`config.mk`:
```
export PLATFORM = sky130hd
export DESIGN_NAME = alu36
export DESIGN_NICKNAME = d
export VERILOG_FILES = /design/src/hdl/ks10_word_pkg.sv /design/src/hdl/ks10_op_pkg.sv /design/src/hdl/alu36.sv
export SDC_FILE = /design/constraint.sdc
export NUM_CORES = 1
export LEC_CHECK = 0
export ABC_CLOCK_PERIOD_IN_PS = 4340
export BUFFER_PORTS_ARGS = -buffer_cell sky130_fd_sc_hd__buf_2
export CAP_MARGIN = 20
export CORE_MARGIN = 4
export CORE_UTILIZATION = 30
export DETAILED_ROUTE_END_ITERATION = 10
export SETUP_SLACK_MARGIN = 0.05
export SLEW_MARGIN = 25
export SYNTH_ARGS = -nofsm -noshare
export SYNTH_HDL_FRONTEND = slang
export SYNTH_SLANG_ARGS = --single-unit
```
`constraint.sdc`:
```
create_clock -name vclk -period 4.34
set_input_delay 0.651 -clock vclk [all_inputs]
set_output_delay 0.651 -clock vclk [all_outputs]
set_load 0.01 [all_outputs]
```
`src/hdl/ks10_word_pkg.sv`:
```
/*
 * KS-10 data path word definitions
 * Data word and address sizing for the scratchpad slice.
 * Words use KS-10 bit order, so bit 0 is the most significant bit.
 */

package ks10_word_pkg;

   ////////////////////////////////////////
   // Word sizing
   ////////////////////////////////////////

   // Full KS-10 word
   localparam int WORD_WIDTH = 36;

   // Default address width of the RAM file, 1K words
   localparam int DEF_ADDR_WIDTH = 10;

   // One data word, bit 0 is the MSB as in the KS-10 prints
   typedef logic [0:WORD_WIDTH-1] word_t;

endpackage : ks10_word_pkg

```
`src/hdl/ks10_op_pkg.sv`:
```
/*
 * KS-10 data path control vocabulary
 * Host command opcodes and the command controller states.
 */

package ks10_op_pkg;

   ////////////////////////////////////////
   // Host commands
   ////////////////////////////////////////

   // Three bits cover all seven commands, one code is spare
   typedef enum logic [2:0] {
      OP_WRITE = 3'd0,   // Store operand
      OP_READ  = 3'd1,   // Return stored word
      OP_ADD   = 3'd2,   // Stored word plus operand
      OP_SUB   = 3'd3,   // Stored word minus operand
      OP_AND   = 3'd4,
      OP_OR    = 3'd5,
      OP_XOR   = 3'd6
   } dp_op_e;

   ////////////////////////////////////////
   // Controller states
   ////////////////////////////////////////

   typedef enum logic [1:0] {
      ST_IDLE   = 2'd0,   // Waiting for a strobe
      ST_ACCESS = 2'd1,   // RAM write or read address capture
      ST_EXEC   = 2'd2,   // ALU result and write-back
      ST_DONE   = 2'd3    // Done pulse cycle
   } ctl_state_e;

endpackage : ks10_op_pkg

```
`src/hdl/alu36.sv`:
```
/*
 * 36-bit ALU
 * Combines the stored word with the host operand. Add and subtract
 * report carry or borrow out of bit 0, and zero flags an all zero
 * result.
 */

`timescale 1ns/10ps

module alu36
   import ks10_word_pkg::*;
   import ks10_op_pkg::*;
(
   input  dp_op_e op,      // Operation
   input  word_t  a,       // Stored word from the RAM file
   input  word_t  b,       // Host operand
   output word_t  y,       // Result
   output logic   carry,   // Carry out of bit 0, or borrow on subtract
   output logic   zero     // Result is all zeros
);

   // One extra bit ahead of bit 0 holds carry or borrow
   logic [0:WORD_WIDTH] sum_ext;

   ////////////////////////////////////////
   // Operation select
   ////////////////////////////////////////

   always_comb
   begin
      sum_ext = '0;
      y       = a;
      carry   = 1'b0;
      case (op)
         OP_WRITE: y = b;
         OP_READ:  y = a;
         OP_ADD:
         begin
            sum_ext = {1'b0, a} + {1'b0, b};
            y       = sum_ext[1:WORD_WIDTH];
            carry   = sum_ext[0];
         end
         OP_SUB:
         begin
            // Borrow shows up as the wrapped extra bit
            sum_ext = {1'b0, a} - {1'b0, b};
            y       = sum_ext[1:WORD_WIDTH];
            carry   = sum_ext[0];
         end
         OP_AND:   y = a & b;
         OP_OR:    y = a | b;
         OP_XOR:   y = a ^ b;
         // Spare code behaves like a read
         default:  y = a;
      endcase
   end

   // Zero flag for every operation
   assign zero = (y == '0);

endmodule : alu36

```
After elaboration in Yosys (flattened, before gate mapping)
Cells that the tools add are included.

Register bits after elaboration: 0. Input port bits: 75. Output and inout bits: 38. Word-level logic and storage cells: 14.

Add/sub/neg operators: 2. Equality and inequality tests: 5. Muxes and demuxes: 2. Bitwise operators: 3. Reduce and logical (&&, ||, !) cells: 2.

Operators by type and width (number): $pmux W36 S6 (1); $add A36 B36 Y37 (1); $sub A36 B36 Y37 (1); $and A36 B36 Y36 (1); $logic_not A36 Y1 (1); $or A36 B36 Y36 (1); $xor A36 B36 Y36 (1); $eq A3 B3 Y1 const B (3); $eq A3 B2 Y1 const B (2); $logic_not A3 Y1 (1); $pmux W1 S2 (1).

Logic depth before layout (Yosys ltp)
Depth after elaboration: 3. Mapped depth: 14. Depth with buffers taken out: 14.

Worst setup path after synthesis
Ideal clock, no wire load.

Path kind: input port to output port. Start: in a[0]. End: out zero. Data arrival time: 3.872 ns. Data required time: 3.689 ns. Slack: -0.183 ns. Stages on the path: 14. Buffers on the path: 0. Cell sequence: inv_1 -> ha_1 -> fa_1 -> o21ba_1 -> or4_4 -> a21oi_1 -> o211a_1 -> o311ai_0 -> a22o_1 -> or4b_1 -> a2111oi_2 -> and4_1 -> nand4b_1 -> nor3_2.

Cells in the longest elaborated chain, start to end: 3. Elaborated cells on any way between the ends: 7. Those cells by class: add/sub (2); mux (1); bitwise (3); reduce/logical (1).

Ends and longest elaborated chain: start, declared (line alu36.sv:15) `input word_t a,`; $sub A36 B36 Y37 or $add A36 B36 Y37 (tied branches) (line alu36.sv:46, alu36.sv:39); $pmux W36 S6 * (line alu36.sv:34) `case (op)`; net y[18] (line alu36.sv:17) `output word_t y,`; $logic_not A36 Y1 * (line alu36.sv:59) `assign zero = (y == '0);`; end, declared (line alu36.sv:19) `output logic zero`.

The timed path passes the listed nets; every way through them passes the cells marked *.

Worst setup path in the final report
Start: in a[0]. End: out zero.

Cells in the longest elaborated chain, start to end: 3. Elaborated cells on any way between the ends: 7. Those cells by class: add/sub (2); mux (1); bitwise (3); reduce/logical (1).

Ends and longest elaborated chain: $sub A36 B36 Y37, or another cell as far along (line alu36.sv:46) `sum_ext = {1'b0, a} - {1'b0, b};`; $pmux W36 S6 * (line alu36.sv:34); $logic_not A36 Y1 * (line alu36.sv:59).

Mark *: on every way between the ends. The rest lies on a longest branch, timed or not.

==> metrics.txt <==
Worst Max-Slew Pin Slew around 0.79 ns; core area roughly 25000 um2; Critical Path RT 3.69 ns; I/O Pins 113; # clk buffers 0; Syn. warnings 0; FILL cells 2533; Final setup viols 7; Synth Area in Adders 0.194; largest net degree at the start of global routing 32; num sequential 0; Die Ht 169 um; port bufs 113; initial core utilization 0.306; ANT nets after route 0; WS Path Type in2out; Final Max Tran Viols 0; post-synthesis cell area 7740 um2; Vias around 11000; Util after Layout 0.495; HP Class in2out; Worst VDD drop between 0.08 and 0.09 mV; Syn Nets around 1400; Starting DRT DRC Count ~1000; hold slack 1.73 ns; status complete, but fails checks; vias in the first global route between 10000 and 15000; Tot Pwr between 1.5 and 2 mW; initial antenna violation count 0; Hold Crit Start a[30]; Period Utilization, post-route 1.12; area growth from synthesis to layout 61.6%; violated checks negative setup slack; crit end category output port; num rows slightly below 60; layout cell share with drive strength beyond 1 0.415; CP startpoint kind primary input; crit-path most repeated cell a221oi_2; Worst Hold End y[30]; hpwl dp approximately 32 mm; Placed Instance Area roughly 11000 um2; Register Area 0 um2; first-pass GRT wire length 61.2 mm; syn avg cell area 6.60 um2; Seq/Total Area, Yosys 0; Yosys cell types 82; PwrDens 149 nW/um2; Slew headroom 0.466; Worst EP arrival about 4.2 ns; crit-path cells buf_8 -> inv_4 -> ha_4 -> fa_2 -> o21ba_4 -> or4_4 -> a21o_4 -> a2111o_1 -> o211ai_1 -> buf_4 -> a221oi_2 -> a221oi_2 -> o21ai_4 -> a31oi_1 -> o311ai_1 -> nor3_2 -> buf_2; Pre-antenna DRT Iters 5; leakage power about 6 nW; mux contribution to synthesized area 0.0403; CP max stage delay approximately 0.57 ns; die area 28400 um2; XOR/XNOR Fraction of Synth Area 0.00679; CP max-delay cell or4_4; Final #Nets between 1500 and 2000; post-layout min period 4.86 ns; total grt overflow 0; worst slack, placed -0.868 ns; Die Width 169 um; RSZ-0062 raised after global routing true; GP Congestion between 0.9 and 1; final setup margin -0.521 ns; footprint of the multi-input gates slightly below 8000 um2; Max Clk Rate between 0.2 and 0.25 GHz; final-report hold violation count 0; post-synthesis compound-gate area fraction 0.425; Vias/cell 5.66; largest family of logic cells by synthesized area compound AO/OA/AOI/OAI gates; cells after synthesis 1173; Finished Cell Area roughly 13000 um2; Min-Delay Path Depth 4; Overall Global Routing Usage 0.266; CP max FO 5; Post-Synth Simple-Gate Area 0.238; Max-cap violations 0; Residual DRC 0; Post-Route WL approximately 40 mm; Antenna diodes 0; wire per inst just over 20 um
-- worst max-delay path by stage --
stage | startpoint | to | slack, ns | cells past startpoint
5_1_grt | b[2] | zero | -0.65 | 16
3_3_place_gp | a[0] | zero | -0.97 | 17
4_1_cts | a[0] | zero | -0.47 | 16
3_5_place_dp | a[0] | zero | -0.87 | 17
2_1_floorplan | a[0] | zero | -0.08 | 14
6_report | a[0] | zero | -0.52 | 17
-- placed cells by master (no fill, tap or decap), drive strengths merged, types with 7 or more instances in the layout --
master   count
a31oi       17
nor3        36
a211oi      31
o22ai       12
a221oi      19
o211a        7
or2          9
nor4        15
a21oi      102
nand4       12
o21bai      12
buf        542
o21ai       78
and2         7
ha         117
or3         19
nor2       108
a211o       10
inv        103
nand2b      16
a22o         7
a2111oi      8
and3        12
mux2i       30
o21a        18
nor2b       24
nand2       74
o211ai      16
nand3       21
a221o       14
o31ai       16
a21o        22
o311ai      10
-- where the power goes --
part / internal [mW] / switching (mW)
Clock: 0 / 0
Sequential: 0 / 0
Combinational: 0.884 / 0.978
Total: 0.884 / 0.978
-- synthesized netlist by cell type, types with 8 or more instances --
cell	instances	share of area
a21o_1	22	0.021
o21ai_0	75	0.049
o31ai_1	16	0.016
nand2_1	74	0.036
mux2i_1	30	0.039
nand4_1	11	0.0089
and3_1	12	0.0097
nor3_1	35	0.023
nand3_1	21	0.014
o22ai_1	12	0.0097
nor2b_1	24	0.019
inv_1	99	0.048
buf_1	8	0.0039
ha_1	117	0.19
o21a_1	18	0.017
o211ai_1	16	0.016
a21oi_1	100	0.065
clkbuf_1	48	0.023
o311ai_0	9	0.010
or2_2	8	0.0065
or3_1	19	0.015
nor4_1	15	0.012
a211oi_1	31	0.030
nand2b_1	16	0.013
a31oi_1	17	0.014
a211o_1	10	0.011
buf_2	16	0.010
nor2_1	108	0.052
o21bai_1	12	0.012
a221o_1	14	0.018
a221oi_1	17	0.019
-- area by class of cell --
cell class / instances / share of cell area
repair buffers: 542 / 0.318
well taps: 330 / 0.0330
multi-input cells: 992 / 0.617
inverters: 103 / 0.0323
-- metal layers --
layer  track usage  wire length [um]  vias up
met5             0                 0        -
met4         0.103              1620        0
met3        0.0280              2680       89
met2         0.439             18100      478
met1         0.356             17600     5239
li1              -                 -     5321
-- critical path: cells and delay by family --
family / cells / cell delay, ns
buffers and inverters: 4 / 0.47
adders and majority gates: 2 / 0.51
and+or+nand+nor: 2 / 0.73
AOI/OAI and AO/OA: 9 / 1.83
-- logic make-up (layout without fill, tap and decap cells) --
| group | after synthesis | count (layout) |
|---|---|---|
| mux | 31 | 31 |
| simple gates | 371 | 371 |
| xor+xnor | 6 | 6 |
| compound gates | 465 | 465 |
| buf+inv | 181 | 645 |
| fa+ha+maj | 119 | 119 |
-- timing repair --
action / CTS / global route
gates cloned: 0 / 0
endpoints found under the setup margin: 17 / 17
hold buffers: 0 / 0
resized for setup: 113 / 58
hold endpoints to repair: 0 / 0
pin swaps: 31 / 20
setup buffers: 13 / 13
-- per-stage QoR --
step | instances | TNS (ns)
2_1_floorplan | 1173 | -0.0751
3_3_place_gp | 1945 | -3.94
3_5_place_dp | 1945 | -3.91
4_1_cts | 1957 | -1.08
5_1_grt | 1967 | -1.85
6_report | 1967 | -1.19
No activity file was read; power rests on OpenSTA's default activity.
