--- src/hdl/ks10_word_pkg.sv ---
/*
 * KS-10 data path word definitions
 * Data word and address sizing for the scratchpad slice.
 * Words use KS-10 bit order, so bit 0 is the most significant bit.
 */

package ks10_word_pkg;

   ////////////////////////////////////////
   // Word sizing
   ////////////////////////////////////////

   // Full KS-10 word
   localparam int WORD_WIDTH = 36;

   // Default address width of the RAM file, 1K words
   localparam int DEF_ADDR_WIDTH = 10;

   // One data word, bit 0 is the MSB as in the KS-10 prints
   typedef logic [0:WORD_WIDTH-1] word_t;

endpackage : ks10_word_pkg

--- src/hdl/ks10_op_pkg.sv ---
/*
 * KS-10 data path control vocabulary
 * Host command opcodes and the command controller states.
 */

package ks10_op_pkg;

   ////////////////////////////////////////
   // Host commands
   ////////////////////////////////////////

   // Three bits cover all seven commands, one code is spare
   typedef enum logic [2:0] {
      OP_WRITE = 3'd0,   // Store operand
      OP_READ  = 3'd1,   // Return stored word
      OP_ADD   = 3'd2,   // Stored word plus operand
      OP_SUB   = 3'd3,   // Stored word minus operand
      OP_AND   = 3'd4,
      OP_OR    = 3'd5,
      OP_XOR   = 3'd6
   } dp_op_e;

   ////////////////////////////////////////
   // Controller states
   ////////////////////////////////////////

   typedef enum logic [1:0] {
      ST_IDLE   = 2'd0,   // Waiting for a strobe
      ST_ACCESS = 2'd1,   // RAM write or read address capture
      ST_EXEC   = 2'd2,   // ALU result and write-back
      ST_DONE   = 2'd3    // Done pulse cycle
   } ctl_state_e;

endpackage : ks10_op_pkg

--- src/hdl/ram_if.sv ---
/*
 * Scratchpad RAM file bus
 * Enable, write, address and data between the command controller
 * and the 1Kx36 RAM file.
 */

`timescale 1ns/10ps

interface ram_if
   import ks10_word_pkg::*;
#(
   parameter int ADDR_WIDTH = DEF_ADDR_WIDTH
) ();

   logic                  clken;  // Clock enable, sampled on rising clk
   logic                  wr;     // Write, only counts with clken
   logic [0:ADDR_WIDTH-1] addr;   // Word address
   word_t                 din;    // Write data
   word_t                 dout;   // Word at last captured address

   // Controller side drives the access
   modport ctl (output clken, wr, addr, din, input dout);

   // Memory side answers it
   modport mem (input clken, wr, addr, din, output dout);

endinterface : ram_if

--- src/hdl/dp_ctl.sv ---
/*
 * Data path command controller
 * Latches one host command, sequences the RAM file access, the ALU
 * and the write-back, and holds the result and flag registers.
 */

`timescale 1ns/10ps

module dp_ctl
   import ks10_word_pkg::*;
   import ks10_op_pkg::*;
#(
   parameter int ADDR_WIDTH = DEF_ADDR_WIDTH
) (
   input  logic                  clk,
   input  logic                  rst,
   // Host command
   input  logic                  cmd_valid,
   input  dp_op_e                cmd_op,
   input  logic [0:ADDR_WIDTH-1] cmd_addr,
   input  word_t                 cmd_data,
   // Host status and result
   output logic                  busy,
   output logic                  done,
   output word_t                 result,
   output logic                  carry,
   output logic                  zero,
   // ALU
   output dp_op_e                alu_op,
   output word_t                 alu_b,
   input  word_t                 alu_y,
   input  logic                  alu_carry,
   input  logic                  alu_zero,
   // RAM file
   ram_if.ctl                    r
);

   ctl_state_e state_q;

   // Latched command
   dp_op_e                op_q;
   logic [0:ADDR_WIDTH-1] addr_q;
   word_t                 data_q;

   logic accept;
   logic is_alu;

   ////////////////////////////////////////
   // Command acceptance
   ////////////////////////////////////////

   // New strobe taken when idle or on the edge that ends done
   assign accept = cmd_valid && ((state_q == ST_IDLE) || (state_q == ST_DONE));

   // Ops that need the second cycle for write-back
   assign is_alu = (op_q != OP_WRITE) && (op_q != OP_READ);

   always_ff @(posedge clk)
   begin
      if (accept)
      begin
         op_q   <= cmd_op;
         addr_q <= cmd_addr;
         data_q <= cmd_data;
      end
   end

   ////////////////////////////////////////
   // State machine and result registers
   ////////////////////////////////////////

   always_ff @(posedge clk)
   begin
      if (rst)
      begin
         state_q <= ST_IDLE;
         result  <= '0;
         carry   <= 1'b0;
         zero    <= 1'b0;
      end
      else
      begin
         case (state_q)
            ST_IDLE, ST_DONE:
            begin
               state_q <= accept ? ST_ACCESS : ST_IDLE;
            end
            ST_ACCESS:
            begin
               if (op_q == OP_WRITE)
               begin
                  // ALU passes the operand, so result shows the written word
                  state_q <= ST_DONE;
                  result  <= alu_y;
                  carry   <= alu_carry;
                  zero    <= alu_zero;
               end
               else
               begin
                  state_q <= ST_EXEC;
               end
            end
            ST_EXEC:
            begin
               // RAM word is valid now, ALU output is final
               state_q <= ST_DONE;
               result  <= alu_y;
               carry   <= alu_carry;
               zero    <= alu_zero;
            end
            default: state_q <= ST_IDLE;
         endcase
      end
   end

   ////////////////////////////////////////
   // RAM and ALU drive
   ////////////////////////////////////////

   // Access cycle writes or captures the address, exec writes back
   assign r.clken = (state_q == ST_ACCESS) || ((state_q == ST_EXEC) && is_alu);
   assign r.wr    = ((state_q == ST_ACCESS) && (op_q == OP_WRITE))
                  || ((state_q == ST_EXEC) && is_alu);
   assign r.addr  = addr_q;
   // Write data always comes through the ALU
   assign r.din   = alu_y;

   assign alu_op  = op_q;
   assign alu_b   = data_q;

   assign busy    = (state_q != ST_IDLE);
   assign done    = (state_q == ST_DONE);

   // Done is a single cycle pulse
   done_one_cycle : assert property (@(posedge clk) disable iff (rst) done |=> !done)
      else $error("done held longer than one cycle");

   // Every done closes a busy period
   done_after_busy : assert property (@(posedge clk) disable iff (rst) done |-> $past(busy))
      else $error("done without busy on the previous cycle");

endmodule : dp_ctl

--- src/flat_wrapper.sv ---
// flat-port wrapper written by rule: the top's interface ports become plain ports
module dp_ctl_flat import ks10_word_pkg::*; import ks10_op_pkg::*;
#(
   parameter int ADDR_WIDTH = DEF_ADDR_WIDTH
)
  (clk, rst, cmd_valid, cmd_op, cmd_addr, cmd_data, busy, done, result, carry, zero, alu_op, alu_b, alu_y, alu_carry, alu_zero, r_clken, r_wr, r_addr, r_din, r_dout);
  ram_if #(.ADDR_WIDTH(ADDR_WIDTH)) r_i ();
  input  logic clk;
  input  logic rst;
  input  logic cmd_valid;
  input  dp_op_e cmd_op;
  input  logic [0:ADDR_WIDTH-1] cmd_addr;
  input  word_t cmd_data;
  output logic busy;
  output logic done;
  output word_t result;
  output logic carry;
  output logic zero;
  output dp_op_e alu_op;
  output word_t alu_b;
  input  word_t alu_y;
  input  logic alu_carry;
  input  logic alu_zero;
  output wire logic [$bits(r_i.clken)-1:0] r_clken;
  output wire logic [$bits(r_i.wr)-1:0] r_wr;
  output wire logic [$bits(r_i.addr)-1:0] r_addr;
  output wire logic [$bits(r_i.din)-1:0] r_din;
  input wire logic [$bits(r_i.dout)-1:0] r_dout;
  assign r_clken = r_i.clken;
  assign r_wr = r_i.wr;
  assign r_addr = r_i.addr;
  assign r_din = r_i.din;
  assign r_i.dout = r_dout;
  dp_ctl #(.ADDR_WIDTH(ADDR_WIDTH)) u_core (.clk(clk), .rst(rst), .cmd_valid(cmd_valid), .cmd_op(cmd_op), .cmd_addr(cmd_addr), .cmd_data(cmd_data), .busy(busy), .done(done), .result(result), .carry(carry), .zero(zero), .alu_op(alu_op), .alu_b(alu_b), .alu_y(alu_y), .alu_carry(alu_carry), .alu_zero(alu_zero), .r(r_i));
endmodule
--- config.mk ---
export PLATFORM = sky130hd
export DESIGN_NAME = dp_ctl_flat
export DESIGN_NICKNAME = d
export VERILOG_FILES = /design/src/hdl/ks10_word_pkg.sv /design/src/hdl/ks10_op_pkg.sv /design/src/hdl/ram_if.sv /design/src/hdl/dp_ctl.sv /design/src/flat_wrapper.sv
export SDC_FILE = /design/constraint.sdc
export NUM_CORES = 1
export LEC_CHECK = 0
export BUFFER_PORTS_ARGS = -buffer_cell sky130_fd_sc_hd__buf_2
export CORE_MARGIN = 4
export CORE_UTILIZATION = 45
export CTS_BUF_LIST = sky130_fd_sc_hd__clkbuf_8
export CTS_CLUSTER_DIAMETER = 30
export DETAILED_ROUTE_END_ITERATION = 8
export PLACE_DENSITY = 0.87
export SLEW_MARGIN = 40
export SYNTH_ARGS = -nofsm -noshare
export SYNTH_HDL_FRONTEND = slang
export SYNTH_SLANG_ARGS = --single-unit
--- constraint.sdc ---
create_clock -name clk -period 6.5 [get_ports clk]
set_clock_uncertainty 0.15 [all_clocks]
set_input_delay 0.975 -clock clk [delete_from_list [all_inputs] [get_ports clk]]
set_output_delay 0.975 -clock clk [all_outputs]
set_load 0.01 [all_outputs]
; ---- Word-level counts from Yosys, hierarchy flattened
; Cells that the tools add are included.
[word_totals]
register_bits = 89
inputBits = 126
output_inout_bits = 127
[op_classes]
n_eq_ne = 5
n_mux = 9
reduce_logical = 14
[op_table]
columns = op, n
row1 = 36-bit one-hot mux with 2 select lines, 1
row2 = 36-bit two-way mux, 1
row3 = 2-bit one-hot mux with 3 select lines, 1
row4 = 2-bit == test (second input constant), 2
row5 = 1-bit logical AND, 4
row6 = 1-bit two-way mux, 4
row7 = 1-bit one-hot mux with 2 select lines, 2
row8 = 2-bit nonzero test, 2
row9 = 3-bit logical NOT, 1
row10 = 1-bit logical OR, 3
row11 = 3-bit by 1-bit != test with 1-bit output (second input constant), 1
row12 = 3-bit nonzero test, 1
row13 = 2-bit by 1-bit == test with 1-bit output (second input constant), 1
row14 = 2-bit logical NOT, 1
row15 = 2-bit by 1-bit != test with 1-bit output (second input constant), 1
row16 = 2-bit AND reduction, 1
row17 = 2-bit OR reduction, 1

; ---- Logic depth before layout (Yosys ltp)
; Gate-level depths: netlist of the first run.
[logic_depth]
ltp_word = 5
depth_mapped = 7
mapped_depth_nobuf = 5

; ---- Worst setup path after synthesis of the first run
; OpenSTA, ideal clock, no wires.
[synth_path]
path_kind = input -> register
start = input cmd_valid
end = register u_core.data_q[0] (netlist: u_core.alu_b[0]) (enable)
setup_ns = 0.461
t_arrival_ns = 3.149
setup_slack_ns = 2.740
cell_stages = 1
n_path_buf = 0
cell_sequence = nor2b_1
[synth_between]
elab_chain_cells = 1
[synth_rtl]
columns = item, line
row1 = start: declaration, flat_wrapper.sv:10  ; input logic cmd_valid;
row2 = 1-bit logical AND, dp_ctl.sv:53  ; assign accept = cmd_valid && ((state_q == ST_IDLE) || (state_q == ST_DONE));
row3 = end signal: assignment, dp_ctl.sv:64  ; data_q <= cmd_data;
row4 = end: declaration, dp_ctl.sv:43  ; word_t data_q;
; No other way between the ends.
; A chain may end at the register's enable or synchronous reset.

; ---- Worst setup path in the final report of the first run
[layout_path]
start = register u_core.state_q[1]
end = output r_wr
[layout_between]
elab_chain_cells = 3
[layout_rtl]
columns = item, line
row1 = start: declaration, dp_ctl.sv:38  ; ctl_state_e state_q;
row2 = start signal: assignment, dp_ctl.sv:86  ; state_q <= accept ? ST_ACCESS : ST_IDLE;
row3 = 2-bit by 1-bit == test with 1-bit output or 2-bit == test (tied branches), "dp_ctl.sv:122, dp_ctl.sv:123"
row4 = "1-bit logical AND, on equally long branches", "dp_ctl.sv:122, dp_ctl.sv:123"
row5 = 1-bit logical OR (*), dp_ctl.sv:123  ; || ((state_q == ST_EXEC) && is_alu);
row6 = end: declaration, flat_wrapper.sv:25  ; output wire logic [$bits(r_i.wr)-1:0] r_wr;
; Every way passes the cells marked *; elsewhere a longest branch is shown, timed or not.

==> flow_summary.json, run 1 <==
{
  "num-nets-final": 582,
  "setup-violations-final": 0,
  "synth_top_cell_by_area": "edfxtp_1",
  "wl_met3_um": 908,
  "cts.sinks": 89,
  "timing.max_slew.rel_slack_pct": 57.6,
  "vias": 2511,
  "track_usage_pct": 16.2,
  "highest_layer": "met4",
  "synthArstFlopShare_pct": 0,
  "worst-path-stages": 6,
  "yosysSeqAreaShare_pct": 63.0,
  "critPathMostFrequentCell": "inv_1",
  "total_wire_length_um": 7860,
  "maxCapViolations": 0,
  "synthCells": 270,
  "worstReg2RegEnd": "u_core.r.addr[1]",
  "r2r-start": "u_core.state_q[0]",
  "drt-wirelength-per-cell_um": 14.1,
  "grt_setup_unrepaired": "false",
  "dieArea_mm2": 0.00951,
  "met2RoutedLength_um": 3790,
  "die_y_um": 97.5,
  "clkSlewWorstSetupHoldPaths_ps": 90,
  "cts_resized": 0,
  "synth-main-ff-cell": "edfxtp_1",
  "placement.io_buffers": 216,
  "critPathLaunchType": "flip-flop",
  "core.rowCount": 32,
  "leakagePower_uw": 0.00240,
  "finalHoldViolCount": 0,
  "synth_seq_cells": 89,
  "critical-path-top-delay-family": "simple AND/OR/NAND/NOR gates",
  "worst-r2r-setup-slack_ps": 4540,
  "buffer_cell_driving_the_clock_tree_root": "clkbuf_8",
  "worst_setup_path_startpoint": "u_core.state_q[1]",
  "drt_iter0_markers": 61,
  "cts.repair_timing.setup_buffer_count": 0,
  "cp.buffers_inverters": 3,
  "synth.most_common_cell": "nand2b_1",
  "first_pass_iters": 4,
  "critical_path.slowest_cell": "dfxtp_1",
  "timing.critical_path.cells": "inv_1, ha_1, nor4b_4, inv_1, nand2_1, buf_2",
  "synthToLayoutAreaGrowth_pct": 32.3,
  "detailed_place_hpwl_um": 6160,
  "netlist_top_cells_area": "edfxtp_1, dfxtp_1, nand2b_1",
  "cts_buffers": 9,
  "tritoncts": "done",
  "chipWidth_um": 97.5,
  "cp-endpoint": "r_wr",
  "yosys.cell_types.count": 17,
  "core_mm2": 0.00777,
  "ff2ff_path_depth": 5,
  "syn-num-nets": 400,
  "remaining_drc_errors": 0,
  "synth.avg_cell_area_um2": 13.4,
  "final.setup.tns_ps": 0,
  "worst-endpoint-arrival_ps": 1520,
  "total_number_of_yosys_warnings": 0,
  "crit_type": "reg2out",
  "totalPowerFinal_uw": 1810,
  "hold_bufs_inserted_after_cts": 0,
  "synth_top_cell_area_share_pct": 40.8,
  "overflow": 0,
  "routabilityCongestion": 0.778,
  "clock.fmax_mhz": 377,
  "final_layout_size_suffix_gt1_share_pct": 52.1,
  "h-tree-depth": 3,
  "initial_utilization_pct": 46.4,
  "grt_start_max_net_pins": 79,
  "synthTopCellsByCount": "nand2b_1, edfxtp_1, dfxtp_1",
  "crit_fanout": 3,
  "number_of_flops_mapped_to_enable_cells_by_yosys": 49,
  "required_ps": 5370,
  "timing_max_transition_violations_final": 0,
  "grt_pass1_vias": 2545,
  "ant_nets": 0,
  "p_per_area_mw_per_mm2": 379,
  "detailed_route_wire_length_on_metal_1_um": 3070,
  "grt_pass1_wl_um": 12400,
  "ir_drop_uv": 161,
  "vias_per_cell": 4.49,
  "worstHoldPathType": "reg2reg",
  "period_share_pct": 40.8,
  "io_pins": 253,
  "critical-path-max-stage-delay_ps": 340,
  "cts_buffer_depth": 2,
  "timing.critical_path.to_type": "output pin",
  "synth.cell_area_mm2": 0.00360,
  "fin_crit_ps": 2650,
  "grt_antenna_before_repair": 0,
  "timing_worst_slew_pin_value_ps": 636,
  "status": "complete, no violations",
  "insertedDiodeCount": 0,
  "clock_insertion_delay_worst_skew_ps": 340
}
## layer usage
layer | vias up | GRT usage [%]
li1 | 1230 | -
met1 | 1120 | 18.9
met2 | 153 | 27.6
met3 | 8 | 6.96
met4 | 0 | 3.94
met5 | - | 0
## worst min-delay path by stage
stage | end | cells past startpoint | slack, ps | start
5_1_grt | u_core.result[10] | 2 | 350 | u_core.result[10]
2_1_floorplan | u_core.result[0] | 2 | 350 | u_core.result[0]
6_report | u_core.zero | 2 | 320 | u_core.zero
4_1_cts | u_core.zero | 2 | 330 | u_core.zero
3_3_place_gp | u_core.result[18] | 2 | 310 | u_core.result[18]
3_5_place_dp | u_core.zero | 2 | 310 | u_core.zero
## area by class of cell
| class | count | area, um2 |
|---|---|---|
| clock buffers | 10 | 138 |
| clock inverters | 6 | 72.6 |
| well taps | 102 | 128 |
| flip-flops and latches | 89 | 2270 |
| repair buffers | 219 | 1150 |
| inverters | 5 | 18.8 |
| fillers | 647 | 3000 |
| multi-input cells | 128 | 993 |
## report_power, final
part           internal [uW]  leakage, uW  switching, uW
Combinational            262      0.00150            326
Clock                    192     0.000103            192
Sequential               777     0.000792           56.2
Total                   1230      0.00240            574
## cells by family after synthesis
group                      Yosys count  synth area share [%]
AOI/OAI and AO/OA                    3                 0.486
adders and majority gates            4                  1.39
buffers and inverters               53                  9.93
DFF                                 89                  63.0
muxes                               38                  10.6
and+or+nand+nor                     83                  14.6
## sequential cells by signal, indices dropped and copies added (netlist names)
signal	cells
u_core.r.addr	10
u_core.alu_b	36
u_core.alu_op	3
u_core.state_q	2
u_core.zero	1
u_core.carry	1
u_core.result	36
## worst reg2reg max path: cells and delay by family (launching register included)
family	cells	cell delay, ps
adder cells (fa/ha/maj)	1	360
AND/OR/NAND/NOR	1	330
buffers and inverters	3	460
flip-flops	1	360
## stage by stage
step | instance area (um2) | utilization [%] | hold WS (ps) | instances | setup slack, ps
floorplan | 3600 | - | 346 | 270 | 2740
global placement | 4500 | 57.9 | 308 | 541 | 3900
detailed placement | 4560 | 58.7 | 313 | 543 | 4150
CTS | 4770 | 61.4 | 327 | 559 | 3820
global route | 4770 | 61.4 | 348 | 559 | 3710
finish | 4770 | 61.4 | 322 | 559 | 3850
## placed cells by master (no fill, tap or decap), drive strengths merged
cell type / instances
buf: 219
nand2b: 76
edfxtp: 49
dfxtp: 40
mux2i: 38
clkbuf: 10
inv: 7
ha: 4
nand2: 2
nor2: 2
clkinv: 2
nor2b: 2
o21ai: 1
nor4b: 1
a21oi: 1
a211oi: 1
clkinvlp: 1
bufinv: 1
Note: power is estimated with default switching activity, not from simulation.
==> inputs of run 2 (changes only) <==
- CORE_UTILIZATION: 45 -> 42
- PLACE_DENSITY: 0.87 -> 0.82
- clock period: 6.5 -> 2.65 ns (I/O delays scaled with it)
==> flow_summary.json, run 2 (synthesized netlist as in run 1, its figures left out) <==
{
  "grt_antenna_before_repair": 0,
  "commonest_non_fill_non_tap_cell_in_the_layout": "buf_2",
  "register_area_mm2": 0.00227,
  "grt_pass1_wl_um": 12500,
  "worstHoldPathType": "in2reg",
  "cts_resized": 0,
  "final_area_mm2": 0.00474,
  "met2RoutedLength_um": 4200,
  "cp.buffers_inverters": 3,
  "vias": 2546,
  "num-nets-final": 582,
  "chipWidth_um": 101,
  "critPathLaunchType": "flip-flop",
  "total_wire_length_um": 8250,
  "buffer_cell_driving_the_clock_tree_root": "clkbuf_8",
  "critPathMostFrequentCell": "inv_1",
  "p_per_area_mw_per_mm2": 933,
  "critical-path-max-stage-delay_ps": 330,
  "tritoncts": "done",
  "cts_buffer_depth": 2,
  "leakagePower_uw": 0.00239,
  "maxCapViolations": 0,
  "timing.critical_path.to_type": "output pin",
  "io_pins": 253,
  "period_share_pct": 79.0,
  "detailed_route_wire_length_on_metal_1_um": 3100,
  "grt_pass1_vias": 2631,
  "core.rowCount": 33,
  "placement.io_buffers": 216,
  "ant_nets": 0,
  "placedInstanceArea_mm2": 0.00453,
  "dieArea_mm2": 0.0101,
  "critical-path-top-delay-family": "simple AND/OR/NAND/NOR gates",
  "crit_type": "reg2out",
  "worst-endpoint-arrival_ps": 1550,
  "cts.repair_timing.setup_buffer_count": 0,
  "core_mm2": 0.00830,
  "track_usage_pct": 15.9,
  "clock.fmax_mhz": 477,
  "setup-violations-final": 0,
  "drt-wirelength-per-cell_um": 14.7,
  "synthToLayoutAreaGrowth_pct": 31.6,
  "timing_worst_slew_pin_value_ps": 505,
  "final.setup.tns_ps": 0,
  "timing_max_transition_violations_final": 0,
  "crit_fanout": 3,
  "required_ps": 2100,
  "vias_per_cell": 4.53,
  "layout.filler_cells": 725,
  "finalHoldViolCount": 0,
  "detailed_place_hpwl_um": 6480,
  "layout_common_cells": "buf_2, nand2b_1, edfxtp_1",
  "fin_crit_ps": 2090,
  "timing.max_slew.rel_slack_pct": 66.3,
  "overflow": 0,
  "remaining_drc_errors": 0,
  "status": "complete, no violations",
  "clock_insertion_delay_worst_skew_ps": 340,
  "insertedDiodeCount": 0,
  "hold_bufs_inserted_after_cts": 0,
  "initial_utilization_pct": 43.4,
  "h-tree-depth": 3,
  "drt_iter0_markers": 77,
  "timing.critical_path.cells": "inv_1, ha_1, nor4b_4, inv_1, nand2_1, buf_2",
  "ir_drop_uv": 338,
  "routabilityCongestion": 0.762,
  "cts_buffers": 9,
  "critical_path.slowest_cell": "dfxtp_1",
  "cts.sinks": 89,
  "multi_input_area_um2": 993,
  "first_pass_iters": 4,
  "final_layout_size_suffix_gt1_share_pct": 52.1,
  "die_y_um": 101,
  "grt_setup_unrepaired": "false",
  "highest_layer": "met4",
  "wl_met3_um": 798,
  "grt_start_max_net_pins": 79,
  "clkSlewWorstSetupHoldPaths_ps": 100
}
[run 2: routing by layer]
metal | up-vias | GRT usage (%)
met2 | 136 | 28.5
li1 | 1231 | -
met1 | 1164 | 18.0
met5 | - | 0
met3 | 15 | 4.57
met4 | 0 | 5.49
[run 2: power breakdown]
part / internal (uW) / switching [uW] / total, uW
sequential: 1910 / 144 / 2050
clock: 456 / 510 / 966
combinational: 601 / 808 / 1410
total: 2960 / 1460 / 4420
[run 2: path summary, 6_finish.rpt]
kind,end,slack (ps),depth (start not counted),from
worst max-delay path,r_wr,560,6,u_core.state_q[1]
worst min-delay path,u_core.alu_b[13],60,1,cmd_data[13]
worst max register to register,u_core.alu_b[23],790,4,u_core.state_q[0]
worst min register to register,u_core.result[0],330,2,u_core.result[0]
[run 2: area by class of cell]
class,instances,area share [%]
Sequential cell,89,47.9
Timing Repair Buffer,219,23.6
Multi-Input combinational cell,128,20.9
Tap cell,105,2.77
Clock buffer,9,2.61
Clock inverter,7,1.77
Inverter,5,0.396
[run 2: per-stage QoR]
step,total power (uW),setup WS [ps],std cells,hold WS (ps),utilization [%]
3_3_place_gp,3460,868,546,307,54.6
5_1_grt,4690,416,562,23.9,57.1
2_1_floorplan,2920,51.1,270,346,-
6_report,4420,555,562,60.1,57.1
3_5_place_dp,3520,792,546,316,54.6
4_1_cts,4500,500,562,40.8,57.1
[run 2: worst register-to-register path: stages, from the launching register on]
cell     delay (ps)
dfxtp_1         370
inv_1            70
ha_1            360
nor2b_4         300
buf_12          280
